**config.mk**
```make
export PLATFORM = sky130hd
export DESIGN_NAME = load_align_extend
export DESIGN_NICKNAME = d
export VERILOG_FILES = /design/src/lsu_pkg.sv /design/src/load_align_extend.sv
export SDC_FILE = /design/constraint.sdc
export NUM_CORES = 1
export LEC_CHECK = 0
export ABC_AREA = 1
export BUFFER_PORTS_ARGS = -buffer_cell sky130_fd_sc_hd__clkbuf_2
export CAP_MARGIN = 40
export CELL_PAD_IN_SITES_DETAIL_PLACEMENT = 2
export CELL_PAD_IN_SITES_GLOBAL_PLACEMENT = 2
export CORE_MARGIN = 2
export CORE_UTILIZATION = 16
export DETAILED_ROUTE_END_ITERATION = 8
export PLACE_DENSITY = 0.82
export SYNTH_ARGS = -nofsm -noshare
export SYNTH_HDL_FRONTEND = slang
export SYNTH_SLANG_ARGS = --single-unit
```
**constraint.sdc**
```tcl
create_clock -name vclk -period 1.5
set_input_delay 0.225 -clock vclk [all_inputs]
set_output_delay 0.225 -clock vclk [all_outputs]
set_load 0.03 [all_outputs]
```
**src/lsu_pkg.sv**
```systemverilog
package lsu_pkg;

    localparam int SB_DEPTH  = 8;
    localparam int MEM_WORDS = 256;                   // 32-bit words
    localparam int SB_IDX_W  = $clog2(SB_DEPTH);
    localparam int MEM_IDX_W = $clog2(MEM_WORDS);

    typedef logic [31:0] addr_t;                      // Byte address
    typedef logic [5:0]  tag_t;                       // ROB instruction tag
    typedef logic [7:0]  preg_t;                      // Physical register

    typedef enum logic [1:0] {
        SIZE_BYTE = 2'd0,
        SIZE_HALF = 2'd1,
        SIZE_WORD = 2'd2
    } mem_size_e;

    // funct3 of loads and stores, bit 2 is the unsigned flag for loads only
    typedef union packed {
        logic [2:0] raw;
        struct packed {
            logic      is_unsigned;
            mem_size_e size;
        } f;
    } mem_funct_u;

    typedef struct packed {
        logic        valid;
        tag_t        tag;
        addr_t       addr;
        logic [31:0] data;                            // Low-aligned rs2 value
        mem_funct_u  funct;
    } store_req_t;

    typedef struct packed {
        logic       valid;
        tag_t       tag;
        preg_t      rd;
        addr_t      addr;
        mem_funct_u funct;
    } load_req_t;

    typedef struct packed {
        logic valid;
        tag_t tag;
    } commit_t;

    typedef struct packed {
        logic        done;
        tag_t        tag;
        preg_t       rd;
        logic [31:0] data;
        logic        forwarded;
    } load_result_t;

    typedef struct packed {
        logic                 valid;
        logic [MEM_IDX_W-1:0] index;
        logic [31:0]          data;                   // Already in byte lanes
        logic [3:0]           be;
    } mem_wr_t;

endpackage

```
**src/load_align_extend.sv**
```systemverilog
`timescale 1ns/1ps

module load_align_extend import lsu_pkg::*; (
    input  logic        fwd_hit,
    input  logic [31:0] fwd_data,
    input  logic [31:0] mem_data,
    input  logic [1:0]  byte_offset,
    input  mem_funct_u  funct,
    output logic [31:0] data
);

    logic [31:0] src_word;
    logic [31:0] shifted;
    logic        byte_fill;
    logic        half_fill;

    // Both sources hold the data in its own byte lanes
    assign src_word = fwd_hit ? fwd_data : mem_data;
    assign shifted  = src_word >> {byte_offset, 3'b000};

    assign byte_fill = !funct.f.is_unsigned && shifted[7];
    assign half_fill = !funct.f.is_unsigned && shifted[15];

    always_comb begin
        case (funct.f.size)
            SIZE_BYTE: data = {{24{byte_fill}}, shifted[7:0]};   // LB, LBU
            SIZE_HALF: data = {{16{half_fill}}, shifted[15:0]};  // LH, LHU
            default:   data = shifted;                           // LW
        endcase
    end

endmodule

```
-- After elaboration in Yosys (flattened, before gate mapping)
Cells that the tools add are included.
W data, S select, Z words.
- register bits: 0
- bits of input ports: 70
- output and inout bits: 32
- word-level logic and storage cells: 8
- eq/ne operators: 1
- shift-type cells: 1
- muxes and demuxes: 2
- reduce and logical (&&, ||, !) cells: 4
- operators by type and width (operator ; count):
    $pmux W32 S2 ; 1
    $mux W32 ; 1
    $shr A32 B5 Y32 ; 1
    $eq A2 B1 Y1 const B ; 1
    $logic_and A1 B1 Y1 ; 2
    $logic_not A2 Y1 ; 1
    $logic_not A1 Y1 ; 1

-- Logic depth before layout (Yosys ltp)
- depth after elaboration: 4
- depth in mapped cells: 10
- depth with buffers taken out: 8

-- Least setup slack after synthesis
No wires, ideal clock.
- path kind: input -> output
- from: input port byte_offset[0]
- to: output port data[6]
- data arrival time: 1530 ps
- required time: 1275 ps
- slack: -255 ps
- stages on the path: 6
- buffers on the path: 2
- path through: buf_2 inv_2 buf_2 o211ai_1 o21ai_0 o21ai_0
- longest elaborated chain between the ends: 2
- RTL lines (item ; RTL line ; source):
    start: declaration ; load_align_extend.sv:7 ; input logic [1:0] byte_offset,
    $shr A32 B5 Y32 ; load_align_extend.sv:19 ; assign shifted = src_word >> {byte_offset, 3'b000};
    $pmux W32 S2 ; load_align_extend.sv:25 ; case (funct.f.size)
    end: declaration ; load_align_extend.sv:9 ; output logic [31:0] data
Every way passes these cells.

-- Worst setup path after layout
- from: input port fwd_hit
- to: output port data[31]
- longest elaborated chain between the ends: 4
- elaborated cells between the ends (all ways): 5
- those cells by class: 1 x shift; 2 x mux; 2 x reduce/logical
- RTL lines (item ; RTL line ; source):
    start: declaration ; load_align_extend.sv:4 ; input logic fwd_hit,
    $mux W32 (*) ; load_align_extend.sv:18 ; assign src_word = fwd_hit ? fwd_data : mem_data;
    $shr A32 B5 Y32 (*) ; load_align_extend.sv:19 ;
    $logic_and A1 B1 Y1, on equally long branches ; load_align_extend.sv:22, load_align_extend.sv:21 ;
    $pmux W32 S2 (*) ; load_align_extend.sv:25 ;
Mark *: on every way between the ends. The rest lies on a longest branch, timed or not.

==> flow_summary.ini <==
[floorplanning]
die_h_um = 91.5
fp.dieArea_um2 = 8360
core.rowCount = 31
design.core.area_um2 = 7330
initial_core_utilization_pct = 16.7
pin_count = 102
die_width_um = 91.5

[global_route]
initial_antenna_violation_count = 0
via_count_of_the_first_global_routing_pass = 2573
overflow = 0
gr-usage-all-layers_pct = 19.6
pin_count_of_the_biggest_net_entering_global_routing = 30
grt_first_pass_wirelength_um = 13300

[detailed_routing]
drt-total-wl_um = 8800
detail_route.first_pass.iterations = 4
detailroute.via_count = 2283
avgViaCountPerCell = 4.76
wire_per_inst_um = 18.3
antenna_violating_nets_post_route = 0
first_iter_violations = 50
drc_errors = 0

[timing]
final_setup_violations = 23
period_minus_slack_ns = 1.63
timing.fmax_mhz = 612
timing_worst_slew_pin_value_ns = 0.291
timing_max_transition_violations_final = 0
hold_viol_final = 0
worst_slack_ns = -0.133
unrepaired_setup_endpoints_after_global_routing = true
whs_ns = 0.908
slew_headroom_pct = 80.6
layout_worst_path_cycle_share_pct = 109

[finish]
antenna_cells_inserted = 0
nNetsFinal = 453
filler_cell_count = 878
final.clkbuf_count = 0
seq_cells = 0
synthToLayoutAreaGrowth_pct = 132
drive_above_1_share_pct = 58.3
stdcell_count = 480
sequential_cell_area_um2 = 0

[worst_hold_path]
critical_hold_path_startpoint = fwd_data[5]
hold-path-cell-count = 6
holdPathEnd = data[5]
min_path_type = in2out

[setup_path]
timing.setup.critical_path_class = in2out
cp_slowest_stage_delay_ns = 0.21
critical_path.most_common_cell = sky130_fd_sc_hd__nand3_4
worst_ep_required_time_ns = 1.27
timing.critical_path.cells = clkbuf_16, inv_16, nand2_8, a21oi_4, nand2_2, nand2_4, nand3_4, nand3_4, buf_8
cp-start-kind = input pin
path_max_fanout = 8
critPathArrivalTime_ns = 1.41
critPathSlowestCell = sky130_fd_sc_hd__nand3_4
endpoint_kind = output pin

[place]
detailedPlacementHpwl_um = 5580
port_buffers = 102
pre_cts_slack_ns = -0.344
weighted_congestion_reported_at_the_end_of_routability_driven_placement = 0.776
post-place-cells = 470

[synthesis]
synthesis.nets = 326
synth_largest_area_cell = sky130_fd_sc_hd__nand2_1
area_contributors_post_synth = sky130_fd_sc_hd__nand2_1, sky130_fd_sc_hd__nand3_1, sky130_fd_sc_hd__o21ai_0
synth_cell_type_count = 21
seq_area_frac_synth_pct = 0
postSynthCellCount = 256
warnings_synthesis = 0
synth_area_um2 = 1220
post-synth-top-area-fraction_pct = 38.0
synth.avg_cell_area_um2 = 4.78

[status]
run_status = finished, violations left
failed_checks = setup timing

[flow_run]
drv_cap = 0

[pwr]
static-leakage-power_uw = 0.00153
ir_worst_vdd_uv = 142
power-per-cell-area_nw_per_um2 = 417

[clock_network]
holdBufCountCts = 0
[worst max-delay path, delay by kind of cell]
| kind | cells | cell delay [ns] |
|---|---|---|
| compound gates | 1 | 0.16 |
| simple gates | 5 | 0.65 |
| buf+inv | 3 | 0.37 |
[final cells by class]
cell class / instances / area [um^2] / area share [%]
Multi-Input combinational cell: 230 / 1440 / 50.8
Timing Repair Buffer: 141 / 1220 / 42.9
Tap cell: 99 / 124 / 4.37
Inverter: 10 / 56.3 / 1.98
[Yosys cell counts]
| library cell | n |
|---|---|
| sky130_fd_sc_hd__nor2_4 | 1 |
| sky130_fd_sc_hd__nor2_1 | 7 |
| sky130_fd_sc_hd__a21oi_1 | 13 |
| sky130_fd_sc_hd__inv_2 | 1 |
| sky130_fd_sc_hd__mux2i_1 | 1 |
| sky130_fd_sc_hd__nand2_2 | 3 |
| sky130_fd_sc_hd__and2_1 | 5 |
| sky130_fd_sc_hd__inv_4 | 1 |
| sky130_fd_sc_hd__nand3_2 | 4 |
| sky130_fd_sc_hd__buf_6 | 6 |
| sky130_fd_sc_hd__nand3_1 | 45 |
| sky130_fd_sc_hd__buf_8 | 1 |
| sky130_fd_sc_hd__o21ai_0 | 17 |
| sky130_fd_sc_hd__clkbuf_1 | 3 |
| sky130_fd_sc_hd__inv_1 | 8 |
| sky130_fd_sc_hd__nand3_4 | 1 |
| sky130_fd_sc_hd__buf_2 | 9 |
| sky130_fd_sc_hd__buf_1 | 1 |
| sky130_fd_sc_hd__o211ai_1 | 3 |
| sky130_fd_sc_hd__nand2_1 | 124 |
| sky130_fd_sc_hd__nand2_4 | 2 |
[how the worst max path moves through the flow]
stage	slack [ns]	to	start
after floorplan	-0.09	data[18]	fwd_hit
after global placement	-0.29	data[17]	fwd_hit
after detailed placement	-0.34	data[25]	fwd_hit
after CTS	-0.07	data[25]	fwd_hit
after global routing	-0.18	data[12]	fwd_hit
final	-0.13	data[31]	fwd_hit
[logic make-up after synthesis]
group | after synthesis | synth area share, %
AND/OR/NAND/NOR | 192 | 70.1
AO/OA/AOI/OAI | 33 | 14.1
buffers and inverters | 30 | 14.9
multiplexers | 1 | 0.818
[layout by cell type, fill, tap and decap left out, drive strengths merged]
cell type,count
buf,61
nand2,132
a21oi,13
inv,10
mux2i,1
nor2,8
clkbuf,80
nand3,51
and2,5
o21ai,17
o211ai,3
[report_power, final]
group	internal (uW)	switching [uW]	total, uW	leakage (uW)
sequential	0	0	0	0
clock	0	0	0	0
combinational	520	663	1180	0.00153
[layer usage]
layer	wire (um)	vias up	GRT usage, %
met1	3240	1104	21.8
li1	-	1092	-
met2	4930	73	39.7
met4	260	0	4.04
met5	0	-	0
met3	372	14	1.49
[per-stage QoR]
stage,TNS [ns],util [%],power [uW],area (um^2)
6_report,-1.56,38.7,1180,2840
4_1_cts,-0.523,35.6,1060,2610
5_1_grt,-3.14,38.7,1270,2840
3_5_place_dp,-7.98,28.0,835,2050
3_3_place_gp,-5.48,28.0,811,2050
2_1_floorplan,-0.890,-,490,1250
[repair_timing]
action | CTS | global route
endpoints found under the setup margin | 31 | 32
cloned | 4 | 1
resized for setup | 111 | 80
pin swaps | 11 | 10
setup buffers | 4 | 1
(Power assumes the default switching activity.)
